===== config.mk =====
export PLATFORM = sky130hd
export DESIGN_NAME = registerFile
export DESIGN_NICKNAME = d
export VERILOG_FILES = /design/src/logic/riscvPkg.sv /design/src/logic/registerFile.sv
export SDC_FILE = /design/constraint.sdc
export NUM_CORES = 2
export LEC_CHECK = 0
export BUFFER_PORTS_ARGS = -buffer_cell sky130_fd_sc_hd__buf_2
export CAP_MARGIN = 40
export CELL_PAD_IN_SITES_DETAIL_PLACEMENT = 0
export CELL_PAD_IN_SITES_GLOBAL_PLACEMENT = 1
export CORE_MARGIN = 8
export CORE_UTILIZATION = 53
export CTS_CLUSTER_SIZE = 25
export DETAILED_ROUTE_END_ITERATION = 8
export GPL_TIMING_DRIVEN = 0
export PLACE_DENSITY = 0.82
export SYNTH_ARGS = -nofsm -noshare
export SYNTH_HDL_FRONTEND = slang
export SYNTH_SLANG_ARGS = --single-unit

===== constraint.sdc =====
create_clock -name clk -period 2.7 [get_ports clk]
set_input_delay 0.54 -clock clk [delete_from_list [all_inputs] [get_ports clk]]
set_output_delay 0.54 -clock clk [all_outputs]
set_load 0.02 [all_outputs]

===== src/logic/riscvPkg.sv =====
package riscvPkg;

    // Datapath widths
    localparam int XLEN = 32;
    localparam int REG_ADDR_W = 5;

    // Byte address bits 7..2 pick the word
    localparam int MEM_WORDS = 64;
    localparam int MEM_ADDR_W = 6;

    // RV32I major opcodes handled by the datapath
    typedef enum logic [6:0] {
        LOAD   = 7'b0000011,
        OP_IMM = 7'b0010011,
        STORE  = 7'b0100011,
        OP     = 7'b0110011,
        LUI    = 7'b0110111,
        JAL    = 7'b1101111
    } opcode_t;

    // Encoded as {instruction[30], funct3}
    // so the decoder can take funct3 straight through
    typedef enum logic [3:0] {
        ADD  = 4'b0000,
        SLL  = 4'b0001,
        SLT  = 4'b0010,
        SLTU = 4'b0011,
        XOR  = 4'b0100,
        SRL  = 4'b0101,
        OR   = 4'b0110,
        AND  = 4'b0111,
        SUB  = 4'b1000,
        SRA  = 4'b1101
    } aluOp_t;

    // Matches funct3[1:0] of loads and stores
    typedef enum logic [1:0] {
        BYTE = 2'b00,
        HALF = 2'b01,
        WORD = 2'b10
    } memSize_t;

    typedef enum logic [1:0] {
        ALU       = 2'b00,
        UPPER_IMM = 2'b01,
        PC_NEXT   = 2'b10,
        MEMORY    = 2'b11
    } wbSource_t;

    typedef struct packed {
        logic     read;
        logic     write;
        memSize_t size;
        logic     unsignedLoad;
    } memCtrl_t;

    // Full decode of one instruction
    typedef struct packed {
        aluOp_t    aluOp;
        logic      aluUsesImm;
        logic      regWrite;
        wbSource_t wbSource;
        memCtrl_t  mem;
    } control_t;

    // One register write-back, also the trace port format
    typedef struct packed {
        logic                  enable;
        logic [REG_ADDR_W-1:0] address;
        logic [XLEN-1:0]       data;
    } regWrite_t;

endpackage


===== src/logic/registerFile.sv =====
`timescale 1ns/100ps

module registerFile import riscvPkg::*; (
    input  logic                  clk,
    input  logic                  rstN,
    input  logic [REG_ADDR_W-1:0] rs1Address,
    input  logic [REG_ADDR_W-1:0] rs2Address,
    input  regWrite_t             write,
    output logic [XLEN-1:0]       rs1Data,
    output logic [XLEN-1:0]       rs2Data
);

    logic [XLEN-1:0] regs [2**REG_ADDR_W];

    always_ff @(posedge clk or negedge rstN) begin
        if (!rstN) begin
            for (int i = 0; i < 2**REG_ADDR_W; i++) begin
                regs[i] <= '0;
            end
        end else if (write.enable && write.address != '0) begin
            // x0 never takes a write and stays zero from reset
            regs[write.address] <= write.data;
        end
    end

    // Combinational reads see the previous instruction's write
    assign rs1Data = regs[rs1Address];
    assign rs2Data = regs[rs2Address];

endmodule


# Yosys cells after proc, flatten, opt, wreduce, memory -nomap -nowiden
# Index checks and enable logic that the tools add are counted.
[op_classes]
n_lt_le_gt_ge = 4
muxes = 9
n_bitwise = 3
reduce_logical = 3
[ops]
columns = ["operator", "count"]
rows = [
  ["$bwmux 1024", 1],
  ["$bmux 32 s5", 2],
  ["$demux 32 s5", 1],
  ["$mux 32", 5],
  ["$ge 6x6->1 const B", 3],
  ["$not 5->6", 3],
  ["$lt 6x1->1 const B", 1],
  ["$reduce_bool 5->1", 1],
  ["$logic_and 1x1->1", 2],
]
[totals]
ff_bits = 1024
out_inout_bits = 64
elab_cells = 51

# Depth between registers and ports, before layout
[depth]
word_depth = 6
ltp_mapped = 8
ltp_nobuf = 5

# Worst setup path before layout
# OpenSTA, ideal clock, no wires.
[synth_timing]
path_kind = "input to output"
from = "input port rs1Address[1]"
to = "output port rs1Data[11]"
arrival_ns = 1.854
t_required_ns = 2.160
slack_ns = 0.306
path_stages = 8
n_path_buf = 4
cell_sequence = "buf_2 > buf_4 > buf_2 > buf_2 > mux2i_1 > nand2_1 > a31oi_1 > nand3_1"
[synth_via]
elab_chain_cells = 4
[synth_lines]
columns = ["element", "line_no", "text"]
rows = [
  ["start, declared", "registerFile.sv:6", "input logic [REG_ADDR_W-1:0] rs1Address,"],
  ["$not 5->6 (implied by the code)", "registerFile.sv:27", "assign rs1Data = regs[rs1Address];"],
  ["$bmux 32 s5", "registerFile.sv:27", ""],
  ["$mux 32 (implied by the code) (2 in series)", "registerFile.sv:27", ""],
  ["end, declared", "registerFile.sv:9", "output logic [XLEN-1:0] rs1Data,"],
]
# Every way passes these cells. The select of a mux whose other input is x is not followed.

# Worst setup path in the final report
[layout_timing]
from = "input port rs2Address[0]"
to = "output port rs2Data[25]"
[layout_via]
elab_chain_cells = 4
[layout_lines]
columns = ["element", "line_no", "text"]
rows = [
  ["start, declared", "registerFile.sv:7", "input logic [REG_ADDR_W-1:0] rs2Address,"],
  ["$not 5->6 (implied by the code)", "registerFile.sv:28", "assign rs2Data = regs[rs2Address];"],
  ["$bmux 32 s5", "registerFile.sv:28", ""],
  ["$mux 32 (implied by the code) (2 in series)", "registerFile.sv:28", ""],
  ["end, declared", "registerFile.sv:10", "output logic [XLEN-1:0] rs2Data"],
]
# Every way passes these cells. The select of a mux whose other input is x is not followed.

==> flow_summary.json <==
{
  "outcome": "finished with violations",
  "violations": "setup timing",
  "final_antenna_net_count": 0,
  "synth_area_um2": 55900,
  "hp-class": "primary input to flop",
  "synthCells": 4601,
  "first_global_vias": 42300,
  "hold_depth": 2,
  "final_cells": 6407,
  "power.density_nw_per_um2": 695,
  "yosysWarnings": 0,
  "coreArea_um2": 105000,
  "chipWidth_um": 341,
  "die_h_um": 341,
  "critPathRequiredTime_ns": 2.16,
  "clk_pin_slew_ns": 0.06,
  "hp-start": "write[19]",
  "p_leak_uw": 0.0317,
  "r2r-start": "regs[968]$_DFFE_PN0P_",
  "rows": 119,
  "arrival_ns": 2.22,
  "crit_type": "primary input to output pin",
  "min_to": "regs[19]$_DFFE_PN0P_",
  "yosysUniqueCellTypes": 28,
  "timing.critical_path.slowest_stage_cell": "nor3_4",
  "cts_buffers": 112,
  "clk_path_buf_depth": 3,
  "cts-root-buf": "clkbuf_16",
  "synth.area.top_cells": "dfrtp_1, mux2_2, mux2i_1, a22oi_1, a22o_1",
  "path_cells": "buf_12 > and2_4 > buf_12 > clkbuf_16 > buf_12 > a22o_4 > nor3_4 > a31oi_2 > nand3_4 > buf_6",
  "fin_crit_ns": 2.76,
  "io_pins": 114,
  "largest_register": "regs",
  "design_area_um2": 67700,
  "placed_cells_incl_taps": 6143,
  "ff2ff_setup_slack_ns": 1.78,
  "final-setup-viol-count": 32,
  "largest_register_ffs": 1024,
  "antenna_found_initial": 10,
  "drt_drc_violations_left": 0,
  "rr_worst_depth": 2,
  "cts_tree": "built",
  "ir_drop_uv": 562,
  "drtIter0Drc": 4615,
  "yosysTopAreaCellShare": 0.458,
  "initial_core_util": 0.533,
  "max_stage_delay_ns": 0.29,
  "yosysTopAreaCell": "dfrtp_1",
  "p_total_uw": 47000,
  "skew_ns": 0,
  "detailedRoute.firstPassIterationCount": 6,
  "grt_pass1_wl_um": 297000,
  "grt_usage": 0.352,
  "dpl.hpwl_um": 154000,
  "gr-total-overflow": 0,
  "rsz0062_at_grt": "yes",
  "pre_cts_ws_ns": -1.29,
  "cts_sinks": 1024,
  "startpoint_type": "primary input",
  "finalHoldViolCount": 0,
  "worstSkewPairLatency_ns": 0.72,
  "final.setup.tns_ns": -0.794,
  "max_freq_mhz": 362,
  "fin_ws_ns": -0.0640,
  "ys_ff_latch": 1024,
  "area_delta_synth_final_pct": 20.9,
  "reg_top3": "regs x1024",
  "period_share": 1.02,
  "nets": 4964,
  "cap_violations": 0,
  "vias": 42400,
  "cp_common_cell": "buf_12",
  "drv_slew": 0,
  "crit_path_end_kind": "output pin",
  "viasPerCell": 6.62,
  "port_buffers": 111,
  "grt_max_degree": 168,
  "synth_nets": 4651,
  "place_area_um2": 58800,
  "wirelength_um": 215000,
  "drive_gt1_frac": 0.395,
  "yosysSeqAreaShare": 0.458,
  "n_fill_cell": 8168,
  "h-tree-depth": 3,
  "reg2reg_to": "regs[968]$_DFFE_PN0P_",
  "worst_pin_slew_ns": 0.945,
  "crit_path_max_fanout": 7,
  "die-area_um2": 116000,
  "maxSlewHeadroom": 0.370,
  "gp_congestion": 0.975,
  "wl_per_cell_um": 33.5,
  "syn_avg_cell_area_um2": 12.2
}
## logic make-up (layout without fill, tap and decap cells)
logic type | count (synthesis) | count (layout) | share of synthesized area
other | 0 | 7 | 0
DFF | 1024 | 1024 | 0.458
buffers and inverters | 473 | 881 | 0.0450
and+or+nand+nor | 512 | 512 | 0.0439
AOI/OAI and AO/OA | 576 | 576 | 0.0701
muxes | 2016 | 2016 | 0.383
## routing by layer
metal,share of wire,vias up,GRT usage
met4,0.078,4,0.222
met1,0.40,22100,0.467
li1,-,17600,-
met2,0.43,2132,0.523
met3,0.093,553,0.0777
met5,0.00011,-,0
## through the flow
step / hold slack (ns) / util
2_1_floorplan: 0.244 / -
3_3_place_gp: 0.460 / 0.555
3_5_place_dp: 0.467 / 0.560
4_1_cts: 0.141 / 0.634
5_1_grt: 0.164 / 0.644
6_report: 0.153 / 0.644
## critical path, delay by kind of cell
kind,cells,cell delay (ns)
buffers and inverters,5,0.72
and+or+nand+nor,3,0.60
AOI/OAI and AO/OA,2,0.35
## area by class of cell
class	count	area (µm²)	area share
Multi-Input combinational cell	3104	29900	0.441
Sequential cell	1024	25600	0.379
Buffer	469	4450	0.0657
Clock buffer	174	3450	0.0510
Timing Repair Buffer	203	2220	0.0328
Tap cell	1391	1740	0.0257
Clock inverter	35	298	0.00440
Antenna cell	7	17.5	0.000259
## cells in the final DEF, fill, tap and decap left out, types with 39 or more instances in the layout
cell type,netlist,layout
a21oi_1,192,187
a22o_1,128,121
a22oi_1,192,151
a22oi_2,0,41
buf_12,0,58
buf_2,111,113
buf_4,64,77
buf_6,48,138
buf_8,0,51
clkbuf_1,224,156
clkbuf_16,0,131
clkbuf_8,0,54
dfrtp_1,1024,1024
mux2_1,39,39
mux2_2,953,953
mux2i_1,1024,1020
nand2_1,210,209
nand3_1,194,79
nand3_2,0,95
nor3_4,0,60
## worst max-delay path by stage
stage | start | end | slack (ns) | cells past startpoint
after CTS | rs2Address[0] | rs2Data[25] | -0.09 | 10
after global placement | rstN | regs[995]$_DFFE_PN0P_ | -21.50 | 1
final | rs2Address[0] | rs2Data[25] | -0.06 | 10
after global routing | regs[959]$_DFFE_PN0P_ | rs2Data[31] | -0.08 | 6
after floorplan | rs1Address[1] | rs1Data[11] | 0.31 | 8
after detailed placement | rs2Address[2] | rs2Data[25] | -1.29 | 9
## synthesized netlist by cell type (all sizes together)
master  count
mux2      992
nand3     194
nor2       19
buf       249
clkbuf    224
nand3b      4
dfrtp    1024
and3b       1
a21oi     192
nor3       65
nand2b      4
or2         3
a31oi      64
and3        1
or3b        1
a22o      128
mux2i    1024
nand2     210
nor3b       4
and2        2
a22oi     192
nor2b       4
## timing repair
item                                    in CTS  in global routing
resized for setup                          910                196
hold buffers                                 1                  0
hold endpoints to repair                   125                  0
endpoints found under the setup margin      64                181
gates cloned                                 6                 11
pin swaps                                  111                102
buffers inserted                            22                 16
## where the power goes
group	internal, µW	switching [µW]	total [µW]
Clock	9120	6610	15700
Combinational	5260	5490	10700
Sequential	18300	2280	20600
Note: power is estimated with default switching activity, not from simulation.
