[src/logic/riscvPkg.sv]
package riscvPkg;

    // Datapath widths
    localparam int XLEN = 32;
    localparam int REG_ADDR_W = 5;

    // Byte address bits 7..2 pick the word
    localparam int MEM_WORDS = 64;
    localparam int MEM_ADDR_W = 6;

    // RV32I major opcodes handled by the datapath
    typedef enum logic [6:0] {
        LOAD   = 7'b0000011,
        OP_IMM = 7'b0010011,
        STORE  = 7'b0100011,
        OP     = 7'b0110011,
        LUI    = 7'b0110111,
        JAL    = 7'b1101111
    } opcode_t;

    // Encoded as {instruction[30], funct3}
    // so the decoder can take funct3 straight through
    typedef enum logic [3:0] {
        ADD  = 4'b0000,
        SLL  = 4'b0001,
        SLT  = 4'b0010,
        SLTU = 4'b0011,
        XOR  = 4'b0100,
        SRL  = 4'b0101,
        OR   = 4'b0110,
        AND  = 4'b0111,
        SUB  = 4'b1000,
        SRA  = 4'b1101
    } aluOp_t;

    // Matches funct3[1:0] of loads and stores
    typedef enum logic [1:0] {
        BYTE = 2'b00,
        HALF = 2'b01,
        WORD = 2'b10
    } memSize_t;

    typedef enum logic [1:0] {
        ALU       = 2'b00,
        UPPER_IMM = 2'b01,
        PC_NEXT   = 2'b10,
        MEMORY    = 2'b11
    } wbSource_t;

    typedef struct packed {
        logic     read;
        logic     write;
        memSize_t size;
        logic     unsignedLoad;
    } memCtrl_t;

    // Full decode of one instruction
    typedef struct packed {
        aluOp_t    aluOp;
        logic      aluUsesImm;
        logic      regWrite;
        wbSource_t wbSource;
        memCtrl_t  mem;
    } control_t;

    // One register write-back, also the trace port format
    typedef struct packed {
        logic                  enable;
        logic [REG_ADDR_W-1:0] address;
        logic [XLEN-1:0]       data;
    } regWrite_t;

endpackage

[src/logic/immediateExtractor.sv]
`timescale 1ns/100ps

module immediateExtractor import riscvPkg::*; (
    input  logic [31:0] instruction,
    output logic [31:0] immediate
);

    opcode_t opcode;

    assign opcode = opcode_t'(instruction[6:0]);

    always_comb begin
        case (opcode)
            // I format with shift amounts in the low five bits
            OP_IMM, LOAD: begin
                immediate = {{20{instruction[31]}}, instruction[31:20]};
            end
            // S format is split around rd
            STORE: begin
                immediate = {{20{instruction[31]}}, instruction[31:25], instruction[11:7]};
            end
            default: begin
                immediate = 32'h0;
            end
        endcase
    end

endmodule

[config.mk]
export PLATFORM = sky130hd
export DESIGN_NAME = immediateExtractor
export DESIGN_NICKNAME = d
export VERILOG_FILES = /design/src/logic/riscvPkg.sv /design/src/logic/immediateExtractor.sv
export SDC_FILE = /design/constraint.sdc
export NUM_CORES = 1
export LEC_CHECK = 0
export BUFFER_PORTS_ARGS = -buffer_cell sky130_fd_sc_hd__buf_2
export CORE_MARGIN = 2
export CORE_UTILIZATION = 31
export DETAILED_ROUTE_END_ITERATION = 16
export PLACE_DENSITY = 0.88
export SLEW_MARGIN = 10
export SYNTH_ARGS = -nofsm -noshare
export SYNTH_HDL_FRONTEND = slang
export SYNTH_SLANG_ARGS = --single-unit
export TNS_END_PERCENT = 100
[constraint.sdc]
create_clock -name vclk -period 4.3
set_input_delay 0.86 -clock vclk [all_inputs]
set_output_delay 0.86 -clock vclk [all_outputs]
set_load 0.005 [all_outputs]
# == Word level (Yosys, flattened, before mapping) ==
# Index checks and enable logic that the tools add are counted.
# word_totals
ff_bits,0
inputBits,32
output_inout_bits,32
elab_cells,5
# op_classes
eq_ne,3
muxes,1
n_reduce_logical,1
# ops
cell,count
$pmux W32 S2,1
$eq A7 B2 Y1 const B,1
$eq A7 B5 Y1 const B,1
$eq A7 B6 Y1 const B,1
$reduce_or A2 Y1,1

# == Longest topological paths before layout ==
# Gate-level depths: netlist (run 1).
# depth
ltp_word,3
ltp_mapped,4
mapped_depth_nobuf,2

# == Worst setup path after synthesis (run 1) ==
# OpenSTA, ideal clock, no wires.
# synth_timing
path_kind,input -> output
startpoint,in instruction[6]
endpoint,out immediate[12]
arrival_time_ns,3.374
required_time_ns,3.440
slack_ns,0.066
stages,3
path_buffers,1
cell_sequence,or4b_4 -> nor4_1 -> buf_4
# synth_between
elab_chain_len,3
elab_cells_between_ends,5
classes_between,eq/ne (3); mux (1); reduce/logical (1)
# synth_lines
element,line,source
start: declaration,immediateExtractor.sv:4,"input logic [31:0] instruction,"
$eq A7 B5 Y1 / $eq A7 B2 Y1 (equally long branches),immediateExtractor.sv:13,case (opcode)
$reduce_or A2 Y1,immediateExtractor.sv:13,
$pmux W32 S2 (*),immediateExtractor.sv:13,
end: declaration,immediateExtractor.sv:5,output logic [31:0] immediate
# Mark *: on every way between the ends. The rest lies on a longest branch, timed or not.

# == Worst setup path in the final report (run 1) ==
# layout_timing
startpoint,in instruction[6]
endpoint,out immediate[26]
# Same word-level chain as after synthesis.

==> results.py, run 1 <==
metrics = {
    "die": {
        "ios": 64,
        "initial_core_util_pct": 32.5,
        "dieArea_um2": 1640,
        "core_um2": 1270,
        "die_h_um": 40.5,
        "fp-row-count": 13,
        "dieWidth_um": 40.5,
    },
    "drt": {
        "ant_nets": 0,
        "drtIter0Drc": 2,
        "num_vias": 472,
        "viasPerCell": 4.54,
        "firstDrtPassIters": 3,
        "wl_um": 966,
        "routedWlPerCell_um": 9.29,
        "drc": 0,
    },
    "logic_synthesis": {
        "yosysTopAreaCell": "buf_4",
        "syn_inst": 56,
        "avgSynthCellArea_um2": 7.37,
        "ys_warn_count": 0,
        "ys_seq_area_share_pct": 0,
        "syn_area_um2": 413,
        "synth_top_area_share_pct": 36.4,
        "syn_nets": 88,
        "synthTopCellsByArea": "buf_4 (36%), nor4_2 (12%), a211oi_1 (9.1%)",
        "synth_cell_type_count": 12,
    },
    "final_layout": {
        "regArea_um2": 0,
        "seq_cell_count": 0,
        "antenna_cells": 0,
        "fillerInstances": 131,
        "instances_no_fill": 104,
        "areaGrowthSynthToFinish_pct": 33.9,
        "final_cell_mix": "buf_2 (56), inv_1 (8)",
        "clock_buffers": 0,
        "nets": 123,
        "final_util_pct": 43.6,
        "drive_above_1_share_pct": 71.9,
        "final_common_cell": "buf_2",
    },
    "sta": {
        "fmax_mhz": 326,
        "fin_hold_ws_ns": 2.02,
        "setup_violations": 0,
        "fin_ws_ns": 1.23,
        "hold_violations": 0,
        "period_minus_slack_ns": 3.07,
        "finalMaxSlewViolations": 0,
        "tns_ns": 0,
        "slew-limit-headroom_pct": 68.1,
        "tightest_slew_ns": 0.479,
        "finalCritPeriodShare_pct": 71.3,
        "rsz0062_at_grt": "no",
    },
    "placement": {
        "dp_hpwl_um": 837,
        "preCtsSetupSlack_ns": 1.21,
        "dp_cells": 104,
        "gp_congestion": 0.622,
        "port_buffers": 56,
    },
    "worst_setup_path": {
        "critPathRequiredTime_ns": 3.44,
        "crit_family": "simple AND/OR/NAND/NOR gates",
        "critPathCaptureType": "primary output",
        "max_stage_delay_ns": 0.64,
        "path_max_fanout": 21,
        "crit_buf_inv": 3,
        "crit_path_frequent_cell": "buf_2",
        "worstSetupPathType": "in -> out",
        "startpoint_type": "input pin",
        "crit_chain": "buf_2 -> or4b_4 -> nor4_2 -> buf_4 -> buf_2",
        "critPathSlowestCell": "or4b_4",
        "cp.arrival_ns": 2.21,
    },
    "pwr": {
        "ir_drop_uv": 23.6,
        "power_density_nw_per_um2": 48.7,
        "leakage_nw": 0.353,
    },
    "grt": {
        "grt_pass1_vias": 319,
        "antenna_found_initial": 0,
        "grt_pass1_wl_um": 1330,
        "overflow": 0,
        "grt_max_degree": 22,
        "track_usage_pct": 11.3,
    },
    "min_path": {
        "hp-class": "in -> out",
        "hold_depth": 4,
        "min_from": "instruction[25]",
        "holdPathEnd": "immediate[5]",
    },
    "cts": {
        "cts.repair.resized": 0,
        "cts_setup_buffers": 0,
        "ctsHoldBuffers": 0,
    },
    "run": {
        "cap_violations": 0,
    },
    "status": {
        "status": "finished, final reports clean",
    },
}
[routing by layer]
layer	global-route usage, %	part of all wire (%)	wire, µm
met1	13.5	34	330
met5	0	0	0
met2	21.0	51	495
met4	3.33	0	0
met3	0.556	14	140
[logic make-up after synthesis]
family                 after synthesis  synth area share [%]
AOI/OAI and AO/OA                    5                  9.09
buffers and inverters               32                  49.1
and+or+nand+nor                     19                  41.8
[through the flow]
step                      area, µm²  total power [mW]
final                           553            0.0269
after global routing            553            0.0303
after CTS                       553            0.0274
after detailed placement        553            0.0273
after global placement          553            0.0260
after floorplan                 413            0.0156
[synth_stat cells]
library cell and count:
clkbuf_1 3, and2_1 1, nand2b_1 5, inv_1 8, or4b_4 1, nor4_4 1
nand3b_1 5, a211oi_1 5, buf_6 1, buf_4 20, nor4_1 2, nor4_2 4
[worst min-delay path, stage by stage]
cell    delay [ns]
buf_2         0.09
inv_1         0.04
nor4_1        0.04
buf_2         0.12
[final cells by class]
| cell class | count | area, µm² | share of cell area (%) |
|---|---|---|---|
| Multi-Input combinational cell | 24 | 216 | 39.1 |
| Tap cell | 15 | 18.8 | 3.39 |
| Timing Repair Buffer | 57 | 288 | 52.0 |
| Inverter | 8 | 30.0 | 5.43 |
[power by group]
group,switching [mW],total [mW],internal (mW)
Combinational,0.0132,0.0269,0.0137
Clock,0,0,0
Sequential,0,0,0
[how the worst max path moves through the flow]
stage	to	cells after the start	from	slack (ns)
6_report	immediate[26]	5	instruction[6]	1.23
5_1_grt	immediate[29]	5	instruction[6]	1.10
4_1_cts	immediate[18]	5	instruction[6]	1.21
3_5_place_dp	immediate[18]	5	instruction[6]	1.21
3_3_place_gp	immediate[12]	5	instruction[6]	1.24
2_1_floorplan	immediate[12]	3	instruction[6]	0.07
Power figures use the tool's default switching activity.
==> run 2, diff against run 1 <==
- CORE_ASPECT_RATIO: default -> 1.1
- CORE_UTILIZATION: 31 -> 28
- PLACE_DENSITY: 0.88 -> 0.84
- clock period: 4.3 -> 2.8 ns (I/O delays scaled with it)
==> run 2 against run 1 <==
Non-clock buffer count stayed put. Sequential share of layout area is the same. Hold slack worse by 0.60 ns. Combinational power is 56% higher. Total power grew 56%. Global-route usage fell by 1.3 points. Die area is 9.7% higher. Cell count is 0.96% higher.
==> results.py, run 2 (synthesized netlist as in run 1, its figures left out) <==
metrics = {
    "drt": {
        "drc": 0,
        "ant_nets": 0,
        "routedWlPerCell_um": 8.35,
        "wl_um": 877,
        "firstDrtPassIters": 1,
        "num_vias": 463,
        "viasPerCell": 4.41,
        "drtIter0Drc": 0,
    },
    "final_layout": {
        "final_util_pct": 41.2,
        "seq_cell_count": 0,
        "nets": 123,
        "regArea_um2": 0,
        "areaGrowthSynthToFinish_pct": 36.4,
        "multi_input_area_um2": 225,
        "final_cell_mix": "buf_2 (56), inv_1 (8), nand2b_1 (5), nand3b_1 (5), a211oi_1 (5)",
        "fillerInstances": 142,
        "antenna_cells": 0,
        "drive_above_1_share_pct": 71.9,
        "final_common_cell": "buf_2",
        "instances_no_fill": 105,
        "clock_buffers": 0,
    },
    "die": {
        "die_h_um": 44.3,
        "initial_core_util_pct": 30.2,
        "core_um2": 1370,
        "ios": 64,
        "dieArea_um2": 1800,
        "dieWidth_um": 40.6,
        "fp-row-count": 14,
    },
    "pwr": {
        "power_density_nw_per_um2": 74.5,
        "ir_drop_uv": 44.1,
        "power_mw": 0.0419,
        "leakage_nw": 0.355,
    },
    "worst_setup_path": {
        "cp.arrival_ns": 1.89,
        "critPathCaptureType": "primary output",
        "path_max_fanout": 21,
        "critPathRequiredTime_ns": 2.24,
        "startpoint": "instruction[6]",
        "worstSetupPathType": "in -> out",
        "startpoint_type": "input pin",
    },
    "placement": {
        "preCtsSetupSlack_ns": 0.327,
        "dp_hpwl_um": 795,
        "gp_congestion": 0.698,
        "dp_cells": 105,
        "port_buffers": 56,
    },
    "sta": {
        "slew-limit-headroom_pct": 65.4,
        "rsz0062_at_grt": "no",
        "finalCritPeriodShare_pct": 87.4,
        "fmax_mhz": 409,
        "hold_violations": 0,
        "fin_ws_ns": 0.353,
        "finalMaxSlewViolations": 0,
        "setup_violations": 0,
        "tns_ns": 0,
        "tightest_slew_ns": 0.519,
        "period_minus_slack_ns": 2.45,
    },
    "status": {
        "status": "finished, final reports clean",
    },
    "grt": {
        "grt_pass1_wl_um": 1340,
        "antenna_found_initial": 0,
        "track_usage_pct": 10.0,
        "grt_max_degree": 22,
        "overflow": 0,
        "grt_pass1_vias": 334,
    },
    "cts": {
        "cts_setup_buffers": 0,
        "cts.repair.resized": 0,
        "ctsHoldBuffers": 0,
    },
    "run": {
        "cap_violations": 0,
    },
    "min_path": {
        "hp-class": "in -> out",
        "min_from": "instruction[25]",
    },
}
## run 2: layout make-up
| class | count | share of cell area [%] |
|---|---|---|
| repair buffers | 57 | 51.1 |
| multi-input cells | 24 | 40.0 |
| inverters | 8 | 5.33 |
| well taps | 16 | 3.56 |
## run 2: critical path, stage by stage
cell and delay, ns:
buf_2 0.10, or4b_4 0.65, nor4_4 0.23, buf_4 0.22
buf_2 0.13
## run 2: path summary, 6_finish.rpt
check | slack, ns | to | depth (start not counted)
worst max-delay path | 0.35 | immediate[15] | 5
worst min-delay path | 1.41 | immediate[5] | 4
## run 2: where the power goes
| group | internal, mW | total (mW) | switching [mW] |
|---|---|---|---|
| clock | 0 | 0 | 0 |
| sequential | 0 | 0 | 0 |
| combinational | 0.0212 | 0.0419 | 0.0208 |
## run 2: per-stage QoR
| stage | cell area (µm²) | hold slack, ns |
|---|---|---|
| global route | 563 | 1.44 |
| detailed placement | 563 | 1.41 |
| floorplan | 428 | 1.20 |
| CTS | 563 | 1.41 |
| finish | 563 | 1.41 |
| global placement | 563 | 1.41 |
## run 2: layer usage
layer / share of wire [%] / up-vias / GRT usage, %
met5: 0 / - / 0
met2: 45 / 48 / 18.1
met4: 0 / 0 / 0
met1: 36 / 182 / 12.8
met3: 19 / 0 / 1.51
li1: - / 233 / -
