==> config.mk <==
export PLATFORM = sky130hd
export DESIGN_NAME = controlUnit
export DESIGN_NICKNAME = d
export VERILOG_FILES = /design/src/logic/riscvPkg.sv /design/src/logic/controlUnit.sv
export SDC_FILE = /design/constraint.sdc
export NUM_CORES = 1
export LEC_CHECK = 0
export BUFFER_PORTS_ARGS = -buffer_cell sky130_fd_sc_hd__buf_4
export CAP_MARGIN = 10
export CORE_AREA = 2 2 39 41
export DETAILED_ROUTE_END_ITERATION = 8
export DIE_AREA = 0 0 41 43
export GPL_ROUTABILITY_DRIVEN = 0
export PLACE_DENSITY = 0.69
export SLEW_MARGIN = 15
export SYNTH_ARGS = -nofsm -noshare
export SYNTH_HDL_FRONTEND = slang
export SYNTH_SLANG_ARGS = --single-unit
==> constraint.sdc <==
create_clock -name vclk -period 2.9
set_input_delay 0.145 -clock vclk [all_inputs]
set_output_delay 0.145 -clock vclk [all_outputs]
set_load 0.03 [all_outputs]
==> src/logic/riscvPkg.sv <==
package riscvPkg;

    // Datapath widths
    localparam int XLEN = 32;
    localparam int REG_ADDR_W = 5;

    // Byte address bits 7..2 pick the word
    localparam int MEM_WORDS = 64;
    localparam int MEM_ADDR_W = 6;

    // RV32I major opcodes handled by the datapath
    typedef enum logic [6:0] {
        LOAD   = 7'b0000011,
        OP_IMM = 7'b0010011,
        STORE  = 7'b0100011,
        OP     = 7'b0110011,
        LUI    = 7'b0110111,
        JAL    = 7'b1101111
    } opcode_t;

    // Encoded as {instruction[30], funct3}
    // so the decoder can take funct3 straight through
    typedef enum logic [3:0] {
        ADD  = 4'b0000,
        SLL  = 4'b0001,
        SLT  = 4'b0010,
        SLTU = 4'b0011,
        XOR  = 4'b0100,
        SRL  = 4'b0101,
        OR   = 4'b0110,
        AND  = 4'b0111,
        SUB  = 4'b1000,
        SRA  = 4'b1101
    } aluOp_t;

    // Matches funct3[1:0] of loads and stores
    typedef enum logic [1:0] {
        BYTE = 2'b00,
        HALF = 2'b01,
        WORD = 2'b10
    } memSize_t;

    typedef enum logic [1:0] {
        ALU       = 2'b00,
        UPPER_IMM = 2'b01,
        PC_NEXT   = 2'b10,
        MEMORY    = 2'b11
    } wbSource_t;

    typedef struct packed {
        logic     read;
        logic     write;
        memSize_t size;
        logic     unsignedLoad;
    } memCtrl_t;

    // Full decode of one instruction
    typedef struct packed {
        aluOp_t    aluOp;
        logic      aluUsesImm;
        logic      regWrite;
        wbSource_t wbSource;
        memCtrl_t  mem;
    } control_t;

    // One register write-back, also the trace port format
    typedef struct packed {
        logic                  enable;
        logic [REG_ADDR_W-1:0] address;
        logic [XLEN-1:0]       data;
    } regWrite_t;

endpackage

==> src/logic/controlUnit.sv <==
`timescale 1ns/100ps

module controlUnit import riscvPkg::*; (
    input  logic [31:0] instruction,
    output control_t    control
);

    opcode_t    opcode;
    logic [6:0] funct7;
    logic [2:0] funct3;

    assign opcode = opcode_t'(instruction[6:0]);
    assign funct3 = instruction[14:12];
    assign funct7 = instruction[31:25];

    always_comb begin
        // Unknown opcodes keep this and write nothing
        control = '0;
        control.aluOp = ADD;
        control.wbSource = ALU;
        control.mem.size = WORD;

        casez ({funct7, funct3, opcode})
            {7'b???????, 3'b???, LUI}: begin
                control.regWrite = 1'b1;
                control.wbSource = UPPER_IMM;
            end
            {7'b???????, 3'b???, JAL}: begin
                // Only the link value here
                control.regWrite = 1'b1;
                control.wbSource = PC_NEXT;
            end
            {7'b???????, 3'b???, LOAD}: begin
                control.aluUsesImm = 1'b1;
                control.regWrite = 1'b1;
                control.wbSource = MEMORY;
                control.mem.read = 1'b1;
                control.mem.size = memSize_t'(funct3[1:0]);
                control.mem.unsignedLoad = funct3[2];
            end
            {7'b???????, 3'b???, STORE}: begin
                control.aluUsesImm = 1'b1;
                control.mem.write = 1'b1;
                control.mem.size = memSize_t'(funct3[1:0]);
            end
            {7'b0100000, 3'b101, OP_IMM}: begin
                // SRAI
                control.aluOp = SRA;
                control.aluUsesImm = 1'b1;
                control.regWrite = 1'b1;
            end
            {7'b???????, 3'b???, OP_IMM}: begin
                // Bit 30 is immediate data here
                control.aluOp = aluOp_t'({1'b0, funct3});
                control.aluUsesImm = 1'b1;
                control.regWrite = 1'b1;
            end
            {7'b0100000, 3'b000, OP}: begin
                control.aluOp = SUB;
                control.regWrite = 1'b1;
            end
            {7'b0100000, 3'b101, OP}: begin
                control.aluOp = SRA;
                control.regWrite = 1'b1;
            end
            {7'b???????, 3'b???, OP}: begin
                control.aluOp = aluOp_t'({1'b0, funct3});
                control.regWrite = 1'b1;
            end
            default: begin
                control.regWrite = 1'b0;
            end
        endcase
    end

endmodule

Word level (Yosys, flattened, before mapping) --
Cells that the tools add are included.
Word-level totals: register bits after elaboration 0, input port bits 32, output and inout bits 13
Cells by class: equal/unequal tests 9, mux-type cells 13, reductions and logical operators 6
Operator list (number):
- equality test 17 x 16 -> 1 bit, second input constant | 3
- equality test 7 x 6 -> 1 bit, second input constant | 3
- case mux 4 bit (3 select lines) | 1
- case mux 4 bit (2 select lines) | 1
- OR reduction 4 bit | 2
- equality test 7 x 2 -> 1 bit, second input constant | 1
- equality test 7 x 5 -> 1 bit, second input constant | 1
- equality test 7 bit, second input constant | 1
- 2-to-1 mux 1 bit | 6
- case mux 2 bit (3 select lines) | 1
- OR reduction 3 bit | 2
- case mux 1 bit (2 select lines) | 2
- OR reduction 2 bit | 2
- 2-to-1 mux 3 bit | 1
- 2-to-1 mux 2 bit | 1

Depth between registers and ports, before layout --
Gate-level depths: netlist of run 1.
depth after elaboration 4, gate-level depth with buffers 4, mapped depth without buffers 3

Worst setup path before layout of run 1 --
No wires, ideal clock.
kind input -> output, start input instruction[4], end output control[5] in the netlist's numbering, data arrival time 2.266 ns, required time 2.755 ns, setup slack 0.489 ns, stages 3, path buffers 1, cell sequence clkbuf_1 or3_1 a2111oi_0
RTL lines:
- from (decl) | RTL line controlUnit.sv:4 | input logic [31:0] instruction,
- to (decl) | RTL line controlUnit.sv:5 | output control_t control

==> results of run 1 <==
-- final timing paths --
kind | cells after the start | from | slack, ps | end
max | 5 | instruction[6] | 1250 | control[0]
min | 3 | instruction[3] | 610 | control[5]
-- metal layers --
layer | part of all wire (%) | global-route usage, %
met1 | 38 | 11.7
met2 | 48 | 12.8
met3 | 14 | 0.524
met4 | 0 | 0
met5 | 0 | 0
-- Yosys cell counts (2+ instances only) --
cell,instances,share of area (%)
and2_1,4,12
nor2_1,4,7.0
a211oi_1,3,10
and4b_1,2,9.3
clkbuf_1,2,3.5
nand3_1,2,4.7
nor3_1,2,4.7
or3_1,2,5.8
-- kinds of logic (layout without fill, tap and decap cells) --
logic type	count (synthesis)	after routing	synth area share, %
buf+inv	4	31	7.56
compound gates	6	6	20.3
simple gates	24	24	72.1
-- layout make-up --
class	instances	area share, %
multi-input cells	30	44.4
repair buffers	30	50.3
inverters	1	0.838
well taps	16	4.47
-- through the flow --
| stage | cells | hold slack (ps) |
|---|---|---|
| 2_1_floorplan | 34 | 469 |
| 3_3_place_gp | 77 | 606 |
| 3_5_place_dp | 77 | 607 |
| 4_1_cts | 77 | 610 |
| 5_1_grt | 77 | 625 |
| 6_report | 77 | 607 |
-- report_power, final --
part           internal (mW)  switching [mW]  total (mW)
clock                      0               0           0
sequential                 0               0           0
combinational         0.0219          0.0176      0.0395
total                 0.0219          0.0176      0.0395
-- worst min-delay path: cells and delay by family --
kind | cells | cell delay, ps
buf+inv | 2 | 260
compound gates | 1 | 50
==> impl_metrics.tcl, run 1 <==
set metrics [dict create \
    worst_slack_ps 1250 \
    area_delta_synth_final_pct 108 \
    final_max_slew_viol_count 0 \
    worst_pin_slew_ps 353 \
    min_period_ps 1650 \
    rows 14 \
    postCtsHoldBufs 0 \
    drt_pass1_iterations 4 \
    drt-total-wl_um 749 \
    yosys_warnings 0 \
    power.density_nw_per_um2 88.1 \
    wl_per_cell_um 9.73 \
    ys_seq_area_share_pct 0 \
    post-route-cell-area_um2 448 \
    die_x_um 41 \
    finalSetupViolations 0 \
    slowest_stage "or3_1" \
    status "completed" \
    n_antenna_cell 0 \
    required_ps 2760 \
    die_y_um 43 \
    critPathArrivalTime_ps 1500 \
    post_cts_buffers 0 \
    drive_gt1_share_pct 52.5 \
    start_kind "input port" \
    initial_core_util_pct 15.6 \
    cts_resized 0 \
    syn_avg_cell_area_um2 6.33 \
    rsz0062_at_grt "no" \
    grt_usage_pct 7.89 \
    num_vias 348 \
    seq_cell_count 0 \
    utilization_pct 32.4 \
    p_leak_nw 0.210 \
    crit_family "simple AND/OR/NAND/NOR gates" \
    port_buffers 30 \
    drv_cap 0 \
    die-area_um2 1760 \
    overflow 0 \
    hold_violations 0 \
    first_global_vias 243 \
    path_class "input port to primary output" \
    worstPathBufferInverterCount 2 \
    fillers 161 \
    yosysUniqueCellTypes 21 \
    dp_hpwl_um 642 \
    layout_common_cells "buf_4 (30), nor2_1 (4), and2_1 (4), a211oi_1 (3)" \
    dpl-instance-area_um2 448 \
    final.clkbuf_count 0 \
    irDropWorstVdd_mv 0.0247 \
    synth_nets 66 \
    fmax_ghz 0.607 \
    cp_common_cell "buf_4" \
    netlist_instances 34 \
    cp_cell_sequence "buf_4 > or3_1 > or3_4 > nor3b_2 > buf_4" \
    end_kind "primary output" \
    final_nets 95 \
    place_ws_ps 1260 \
    regArea_um2 0 \
    drtIter0Drc 2 \
    post_drt_via_cell_ratio 4.52 \
    critical_path.max_stage_delay_ps 460 \
    worst_hold_path_type "input port to primary output" \
    tns_ps 0 \
    syn_area_um2 215 \
    maxSlewHeadroom_pct 75.9 \
    drc 0 \
    io_pins 45 \
    antenna_left 0 \
    core_um2 1380 \
    grt_max_degree 10 \
    antenna_found_initial 0 \
    grt_first_pass_wirelength_um 1080 \
    final_common_cell "buf_4" \
    total_power_mw 0.0395 \
    multi_input_area_um2 199 \
    fin_crit_sh_pct 56.8 \
    crit_fanout 6 \
]
(Power assumes the default switching activity.)
==> run 2, diff against run 1 <==
clock period = 1.6 ns   (was 2.9 ns; I/O delays follow)
==> run 2 against run 1 <==
Net effect: first-iteration DRC count grew to 4.5 times the previous value; sequential share of layout area did not move; via count decreased by 0.29%; combinational power up 90%; cell area increased by 3.1%.
==> impl_metrics.tcl, run 2 (synthesis results as in run 1) <==
set metrics [dict create \
    status "completed" \
    cp_common_cell "buf_4" \
    irDropWorstVdd_mv 0.0623 \
    die_y_um 43 \
    wl_per_cell_um 9.71 \
    drtIter0Drc 9 \
    antenna_found_initial 0 \
    fin_crit_sh_pct 88.5 \
    area_delta_synth_final_pct 115 \
    layout_common_cells "buf_4 (31), nor2_1 (4), and2_1 (4), a211oi_1 (3)" \
    final_nets 96 \
    comb_power_share_pct 100.0 \
    tns_ps 0 \
    finalSetupViolations 0 \
    post_drt_via_cell_ratio 4.45 \
    rows 14 \
    die-area_um2 1760 \
    final_common_cell "buf_4" \
    rsz0062_at_grt "no" \
    power.density_nw_per_um2 162 \
    p_leak_nw 0.214 \
    overflow 0 \
    dpl-instance-area_um2 462 \
    critPathArrivalTime_ps 1340 \
    slowest_stage "or3_4" \
    p_int_mw 0.0411 \
    grt_first_pass_wirelength_um 959 \
    cts_resized 0 \
    worst_hold_path_type "input port to primary output" \
    drt_pass1_iterations 4 \
    grt_usage_pct 6.99 \
    port_buffers 30 \
    clkPwrFrac_pct 0 \
    worst_pin_slew_ps 258 \
    drv_cap 0 \
    p_switching_mw 0.0339 \
    fillers 158 \
    final_max_slew_viol_count 0 \
    die_x_um 41 \
    place_ws_ps 181 \
    core_um2 1380 \
    worstPathBufferInverterCount 2 \
    critical_path.max_stage_delay_ps 390 \
    drc 0 \
    num_vias 347 \
    crit_family "simple AND/OR/NAND/NOR gates" \
    path_class "input port to primary output" \
    seq_cell_count 0 \
    grt_max_degree 10 \
    start_kind "input port" \
    post-route-cell-area_um2 462 \
    io_pins 45 \
    drt-total-wl_um 757 \
    regArea_um2 0 \
    required_ps 1520 \
    seqPwrFrac_pct 0 \
    n_antenna_cell 0 \
    min_period_ps 1420 \
    post_cts_buffers 0 \
    end_kind "primary output" \
    postCtsHoldBufs 0 \
    multi_input_area_um2 205 \
    crit_fanout 5 \
    worst_slack_ps 185 \
    maxSlewHeadroom_pct 82.7 \
    initial_core_util_pct 15.6 \
    swShare_pct 45.1 \
    final.clkbuf_count 0 \
    antenna_left 0 \
    cp_cell_sequence "buf_4 > or3_1 > or3_4 > nor3b_2 > buf_4" \
    first_global_vias 231 \
    hold_violations 0 \
    fmax_ghz 0.706 \
    drive_gt1_share_pct 54.8 \
]
[run 2: metal layers]
layer | wire length, um | GRT usage, % | vias to the layer above
met5 | 0 | 0 | -
met4 | 0 | 0 | 0
met3 | 89 | 0 | 0
met2 | 351 | 11.9 | 17
met1 | 316 | 10.1 | 145
li1 | - | - | 185
[run 2: power groups by stage]
stage	clock network, mW	logic (mW)	registers (mW)
2_1_floorplan	0	0.0298	0
3_3_place_gp	0	0.0736	0
3_5_place_dp	0	0.0752	0
4_1_cts	0	0.0754	0
5_1_grt	0	0.0805	0
6_report	0	0.0750	0
[run 2: cell type report]
type / instances / area share, %
repair buffers: 31 / 50.4
multi-input cells: 30 / 44.4
well taps: 16 / 4.34
inverters: 1 / 0.813
[run 2: metrics by stage]
step                      util [%]  total power [mW]  hold slack (ps)  cells
final                         33.4            0.0750              471     78
after CTS                     33.4            0.0754              470     78
after global placement        33.4            0.0736              467     78
after detailed placement      33.4            0.0752              470     78
after global routing          33.4            0.0805              482     78
after floorplan                  -            0.0298              228     34
[run 2: worst min-delay path, stage by stage]
cell and delay (ps):
buf_4 110, a2111oi_2 40, buf_4 160
[run 2: path summary, 6_finish.rpt]
kind                        from         end  slack (ps)  cells after the start
setup / recovery  instruction[6]  control[0]         180                      5
hold / removal    instruction[3]  control[5]         470                      3
