**src/logic/riscvPkg.sv**
```systemverilog
package riscvPkg;

    // Datapath widths
    localparam int XLEN = 32;
    localparam int REG_ADDR_W = 5;

    // Byte address bits 7..2 pick the word
    localparam int MEM_WORDS = 64;
    localparam int MEM_ADDR_W = 6;

    // RV32I major opcodes handled by the datapath
    typedef enum logic [6:0] {
        LOAD   = 7'b0000011,
        OP_IMM = 7'b0010011,
        STORE  = 7'b0100011,
        OP     = 7'b0110011,
        LUI    = 7'b0110111,
        JAL    = 7'b1101111
    } opcode_t;

    // Encoded as {instruction[30], funct3}
    // so the decoder can take funct3 straight through
    typedef enum logic [3:0] {
        ADD  = 4'b0000,
        SLL  = 4'b0001,
        SLT  = 4'b0010,
        SLTU = 4'b0011,
        XOR  = 4'b0100,
        SRL  = 4'b0101,
        OR   = 4'b0110,
        AND  = 4'b0111,
        SUB  = 4'b1000,
        SRA  = 4'b1101
    } aluOp_t;

    // Matches funct3[1:0] of loads and stores
    typedef enum logic [1:0] {
        BYTE = 2'b00,
        HALF = 2'b01,
        WORD = 2'b10
    } memSize_t;

    typedef enum logic [1:0] {
        ALU       = 2'b00,
        UPPER_IMM = 2'b01,
        PC_NEXT   = 2'b10,
        MEMORY    = 2'b11
    } wbSource_t;

    typedef struct packed {
        logic     read;
        logic     write;
        memSize_t size;
        logic     unsignedLoad;
    } memCtrl_t;

    // Full decode of one instruction
    typedef struct packed {
        aluOp_t    aluOp;
        logic      aluUsesImm;
        logic      regWrite;
        wbSource_t wbSource;
        memCtrl_t  mem;
    } control_t;

    // One register write-back, also the trace port format
    typedef struct packed {
        logic                  enable;
        logic [REG_ADDR_W-1:0] address;
        logic [XLEN-1:0]       data;
    } regWrite_t;

endpackage

```
**src/logic/alu.sv**
```systemverilog
`timescale 1ns/100ps

module alu import riscvPkg::*; (
    input  aluOp_t          op,
    input  logic [XLEN-1:0] left,
    input  logic [XLEN-1:0] right,
    output logic [XLEN-1:0] result
);

    logic [4:0] shamt;

    assign shamt = right[4:0];

    always_comb begin
        case (op)
            ADD:  result = left + right;
            SUB:  result = left - right;
            SLL:  result = left << shamt;
            SLT:  result = {{(XLEN-1){1'b0}}, $signed(left) < $signed(right)};
            SLTU: result = {{(XLEN-1){1'b0}}, left < right};
            XOR:  result = left ^ right;
            SRL:  result = left >> shamt;
            // Arithmetic shift keeps the sign
            SRA:  result = $unsigned($signed(left) >>> shamt);
            OR:   result = left | right;
            AND:  result = left & right;
            default: begin
                result = '0;
            end
        endcase
    end

endmodule

```
**config.mk**
```make
export PLATFORM = sky130hd
export DESIGN_NAME = alu
export DESIGN_NICKNAME = d
export VERILOG_FILES = /design/src/logic/riscvPkg.sv /design/src/logic/alu.sv
export SDC_FILE = /design/constraint.sdc
export NUM_CORES = 1
export LEC_CHECK = 0
export BUFFER_PORTS_ARGS = -buffer_cell sky130_fd_sc_hd__buf_4
export CAP_MARGIN = 20
export CORE_AREA = 2 2 195 101
export DETAILED_ROUTE_END_ITERATION = 8
export DIE_AREA = 0 0 197 103
export GPL_ROUTABILITY_DRIVEN = 0
export PLACE_DENSITY_LB_ADDON = 0.25
export SYNTH_ARGS = -nofsm -noshare
export SYNTH_HDL_FRONTEND = slang
export SYNTH_SLANG_ARGS = --single-unit
```
**constraint.sdc**
```tcl
create_clock -name vclk -period 6.85
set_clock_uncertainty 0.1 [all_clocks]
set_input_delay 0.3425 -clock vclk [all_inputs]
set_output_delay 0.3425 -clock vclk [all_outputs]
set_load 0.01 [all_outputs]
```
Word level (Yosys, flattened, before mapping) --
Index checks and enable logic that the tools add are counted.
Operators by class: equal/unequal tests 9, muxes and demuxes 1, order comparisons 2, reductions and logical operators 1, shifts and indexed selects 3, bitwise logic cells 3, add/sub/neg operators 2
Operators with widths (count):
- one-hot mux 32 bit (10 select lines) | 1
- less-than comparator 32 bit | 2
- adder 32 bit | 1
- bitwise AND 32 bit | 1
- bitwise OR 32 bit | 1
- << shifter 32 x 5 -> 32 bit | 1
- right shift 32 x 5 -> 32 bit | 1
- >>> shifter 32 x 5 -> 32 bit | 1
- subtractor 32 bit | 1
- bitwise XOR 32 bit | 1
- equality test 4 x 3 -> 1 bit, second input constant | 4
- equality test 4 x 2 -> 1 bit, second input constant | 2
- equality test 4 bit, second input constant | 2
- equality test 4 x 1 -> 1 bit, second input constant | 1
- zero test 4 bit | 1
Storage, ports and cells: input bits 68, flip-flop bits (word level) 0

Depth between registers and ports, before layout --
Gate-level depths: netlist of run 1.
depth after elaboration 2, gate-level depth with buffers 15, depth with buffers taken out 12

Worst setup path before layout of run 1 --
Ideal clock, no wire load.
kind input to output, from in right[2], to out result[30], cell stages on the path 14, arrival time 3.388 ns, path slack 3.020 ns, data required time 6.408 ns, path through inv_2 buf_4 buf_2 buf_1 ha_1 nand2b_1 a21oi_1 o21ai_0 a21oi_1 o31ai_1 nand4_1 nand2_1 inv_1 o41ai_1
Between the ends: longest elaborated chain between the ends 2
RTL lines:
- start: declaration | RTL line alu.sv:6 | input logic [XLEN-1:0] right,
- subtractor 32 bit (tied with other cells) | RTL line alu.sv:17 | SUB: result = left - right;
- one-hot mux 32 bit (10 select lines) * | RTL line alu.sv:15 | case (op)
- end: declaration | RTL line alu.sv:7 | output logic [XLEN-1:0] result
Every way passes the cells marked *; elsewhere a longest branch is shown, timed or not.

Worst setup path in the final report of run 1 --
from in right[3], to out result[0]
Between the ends: longest elaborated chain between the ends 2
RTL lines:
- less-than comparator 32 bit (tied with other cells) | RTL line alu.sv:20 | SLTU: result = {{(XLEN-1){1'b0}}, left < right};
- one-hot mux 32 bit (10 select lines) * | RTL line alu.sv:15
Marks and branches as above.

==> impl_metrics.json, run 1 <==
{
  "rsz0062_at_grt": "no",
  "setup-violations-final": 0,
  "synth_top_area_share_pct": 13.3,
  "grt-ovfl-total": 0,
  "yosys.area.top_type": "ha_1",
  "dp_hpwl_mm": 30.8,
  "post-route-period-util_pct": 76.0,
  "vias": 11200,
  "dieArea_mm2": 0.0203,
  "grt_max_degree": 68,
  "p_leak_nw": 4.22,
  "fin_setup_tns_ps": 0,
  "crit_fanout": 67,
  "critPathLaunchType": "input pin",
  "tightest_slew_ps": 1240,
  "first_global_vias": 9515,
  "grt_pass1_wl_mm": 57.7,
  "cp_slowest_stage_delay_ps": 790,
  "finalWirelength_mm": 38.9,
  "seq_area_frac_synth_pct": 0,
  "slew_headroom_pct": 16.5,
  "rows": 36,
  "drt_iter0_drc": 2216,
  "fin_ws_ps": 1650,
  "coreArea_mm2": 0.0188,
  "min_period_ps": 5200,
  "met3_usage_pct": 20.1,
  "routed_via_density": 7.03,
  "die_h_um": 103,
  "path_buf_inv": 4,
  "timing.setup.critical_path_class": "input pin to primary output",
  "nets": 1514,
  "drv_cap": 0,
  "clkbuf_count": 0,
  "yosysWarnings": 0,
  "hold_buffers": 0,
  "critPathSlowestCell": "a2111oi_0",
  "cp-end-kind": "primary output",
  "met1_usage_pct": 54.0,
  "antenna_found_initial": 1,
  "synth_area_mm2": 0.00912,
  "power_density_mw_per_mm2": 90.8,
  "syn2layout_area_growth_pct": 5.64,
  "seq_cells": 0,
  "synth_area_leaders": "ha_1, a21oi_1, mux2i_1",
  "portBuffers": 100,
  "pin_count": 100,
  "ir_drop_uv": 42.5,
  "die_width_um": 197,
  "ys_types": 91,
  "critical_path_arrival_ps": 4760,
  "grt_usage_pct": 36.8,
  "initial_core_util_pct": 48.4,
  "post-route-drc-count": 0,
  "firstDrtPassIters": 9,
  "seq_area_um2": 0,
  "hold_viol_final": 0,
  "final_util_pct": 51.2,
  "drt.antenna.violating_nets": 0,
  "synth_area_per_cell_um2": 6.81,
  "netlist_instances": 1340,
  "synth_commonest_cells": "nor2_1, a21oi_1, nand2_1, o21ai_0, inv_1",
  "drv_slew": 0,
  "outcome": "completed",
  "hold_ws_ps": 1190,
  "fmax_mhz": 192,
  "drive_gt1_share_pct": 13.8,
  "cp_top_family": "compound AO/OA/AOI/OAI gates",
  "required_ps": 6410,
  "synth_nets": 1507,
  "path_cells": "buf_4 > clkinv_1 > ha_1 > inv_1 > o221ai_1 > a21oi_1 > o21ai_1 > o221a_2 > o21ai_1 > nand4_1 > a2111oi_0 > o31ai_1 > buf_4",
  "grt.busiest_layer": "met1",
  "place_ws_ps": 1970,
  "cts_resized": 0,
  "hold_path.class": "input pin to primary output",
  "yosysMostFrequentCell": "nor2_1",
  "wl_per_cell_um": 24.4,
  "diodes": 0,
  "post_cts_buffers": 0,
  "grt_util_met2_pct": 46.3
}
==> final cells by class <==
| cell class | count | area (um2) |
|---|---|---|
| inverters | 105 | 394 |
| fillers | 1908 | 9190 |
| multi-input cells | 1133 | 8130 |
| repair buffers | 107 | 803 |
| well taps | 247 | 309 |
==> final timing paths <==
check / from / endpoint / slack (ps) / cells after the start
setup / recovery: right[3] / result[0] / 1650 / 13
hold / removal: right[7] / result[7] / 1190 / 5
==> cell usage in the layout, fill, tap and decap left out, types with 10 or more instances in the layout <==
master    count
a211oi_1     41
a21o_1       12
a21oi_1     142
a221oi_1     11
buf_4       107
ha_1         97
inv_1       100
mux2_2       24
mux2i_1      68
mux4_2       21
nand2_1     120
nand2b_1     16
nand3_1      20
nand4_1      10
nor2_1      147
nor3_1       26
o211ai_1     18
o21ai_0     101
o21bai_1     13
o221ai_1     13
o22ai_1      15
o31ai_1      18
xnor2_1      15
==> routing by layer <==
| layer | wire (um) | up-vias |
|---|---|---|
| li1 | - | 4971 |
| met1 | 16500 | 5205 |
| met2 | 13700 | 903 |
| met3 | 7950 | 102 |
| met4 | 595 | 4 |
| met5 | 141 | - |
==> per-stage QoR <==
step | cell area (um2) | total power, mW | std cells
2_1_floorplan | 9120 | 0.565 | 1340
3_3_place_gp | 9640 | 0.817 | 1592
3_5_place_dp | 9640 | 0.824 | 1592
4_1_cts | 9640 | 0.827 | 1592
5_1_grt | 9640 | 0.921 | 1592
6_report | 9640 | 0.875 | 1592
==> logic make-up (layout without fill, tap and decap cells) <==
kind of cell | after synthesis | in the layout | synth area share (%)
simple gates | 401 | 401 | 20.2
compound gates | 496 | 496 | 36.1
xor+xnor | 16 | 16 | 1.54
mux | 121 | 121 | 17.5
buf+inv | 207 | 212 | 10.9
fa+ha+maj | 99 | 99 | 13.7
==> worst min-delay path, stage by stage <==
cell and delay, ps:
buf_4 90, ha_1 240, a21oi_1 90, nand3_1 70, buf_4 120
==> power breakdown <==
part,internal [mW],leakage [nW],switching (mW)
clock,0,0,0
combinational,0.316,4.22,0.558
sequential,0,0,0
total,0.316,4.22,0.558
Power figures use the tool's default switching activity.
==> run 2: changes to the inputs <==
==> constraint.sdc (replaced) <==
create_clock -name vclk -period 4.55
set_clock_uncertainty 0.1 [all_clocks]
set_input_delay 0.2275 -clock vclk [all_inputs]
set_output_delay 0.2275 -clock vclk [all_outputs]
set_load 0.01 [all_outputs]
==> impl_metrics.json, run 2 (same netlist as run 1, synthesis figures left out) <==
{
  "rsz0062_at_grt": "no",
  "grt-ovfl-total": 0,
  "portBuffers": 100,
  "power_density_mw_per_mm2": 137,
  "coreArea_mm2": 0.0188,
  "hold_buffers": 0,
  "clkbuf_count": 0,
  "p_leak_nw": 4.30,
  "pin_count": 100,
  "hold_path.class": "input pin to primary output",
  "fillCellCount": 1938,
  "cp-end-kind": "primary output",
  "dpl-instance-area_mm2": 0.00977,
  "grt_pass1_wl_mm": 58.7,
  "drive_gt1_share_pct": 14.8,
  "mostFrequentLayoutCell": "nor2_1",
  "post-route-drc-count": 0,
  "wl_per_cell_um": 24.8,
  "crit_fanout": 18,
  "multi_input_area_mm2": 0.00813,
  "final_util_pct": 51.9,
  "min_period_ps": 4050,
  "first_global_vias": 9799,
  "post_cts_buffers": 0,
  "power.total_mw": 1.34,
  "grt_usage_pct": 37.7,
  "antenna_found_initial": 1,
  "cts_resized": 0,
  "hold_ws_ps": 935,
  "syn2layout_area_growth_pct": 7.09,
  "setup-violations-final": 0,
  "vias": 11300,
  "hold_viol_final": 0,
  "die_width_um": 197,
  "outcome": "completed",
  "seq_area_um2": 0,
  "dieArea_mm2": 0.0203,
  "post-route-period-util_pct": 89.0,
  "slew_headroom_pct": 26.3,
  "die_h_um": 103,
  "drt.antenna.violating_nets": 0,
  "place_inst": 1608,
  "critical_path_arrival_ps": 3720,
  "grt_max_degree": 84,
  "drv_cap": 0,
  "fin_ws_ps": 500,
  "tightest_slew_ps": 1090,
  "required_ps": 4220,
  "timing.setup.critical_path_class": "input pin to primary output",
  "initial_core_util_pct": 48.4,
  "drt_iter0_drc": 2093,
  "drv_slew": 0,
  "fmax_mhz": 247,
  "firstDrtPassIters": 9,
  "nets": 1530,
  "dp_hpwl_mm": 31.5,
  "diodes": 0,
  "finalWirelength_mm": 39.9,
  "rows": 36,
  "place_ws_ps": 640,
  "critPathLaunchType": "input pin",
  "final_cells": 1608,
  "fin_setup_tns_ps": 0,
  "design_area_mm2": 0.00977,
  "seq_cells": 0,
  "routed_via_density": 7.03,
  "ir_drop_uv": 61.6,
  "final_cell_mix": "nor2_1, a21oi_1, buf_4"
}
[run 2: cell types whose count changed in the layout (fill, tap and decap cells not counted)]
| cell | previous run | this run |
|---|---|---|
| buf_4 | 107 | 122 |
| buf_12 | 0 | 1 |
[run 2: final cells by class]
class                      count  area share, %
multi-input combinational   1133           83.2
tap                          247           3.16
timing repair buffer         123           9.58
inverter                     105           4.03
[run 2: where the power goes]
group / internal (mW) / switching, mW
registers: 0 / 0
logic: 0.486 / 0.856
clock network: 0 / 0
total: 0.486 / 0.856
[run 2: path summary, 6_finish.rpt]
path                  cells past startpoint  slack, ps        end  startpoint
worst min-delay path                      4        930  result[1]     left[1]
worst max-delay path                     13        500  result[0]    right[0]
[run 2: routing by layer]
layer,global-route usage (%),vias up,part of all wire [%]
met1,53.6,5260,42
li1,-,5006,-
met5,0,-,0.14
met2,48.0,933,35
met4,4.28,2,1.8
met3,23.1,107,21
[run 2: critical path, stage by stage]
cell and delay (ps):
buf_4 190, ha_1 240, fa_1 440, nor2_1 140
o221ai_1 230, a21oi_1 270, o21ai_1 170, o221a_2 360
o21ai_1 240, nand4_1 160, a2111oi_0 740, o31ai_1 130
buf_4 170
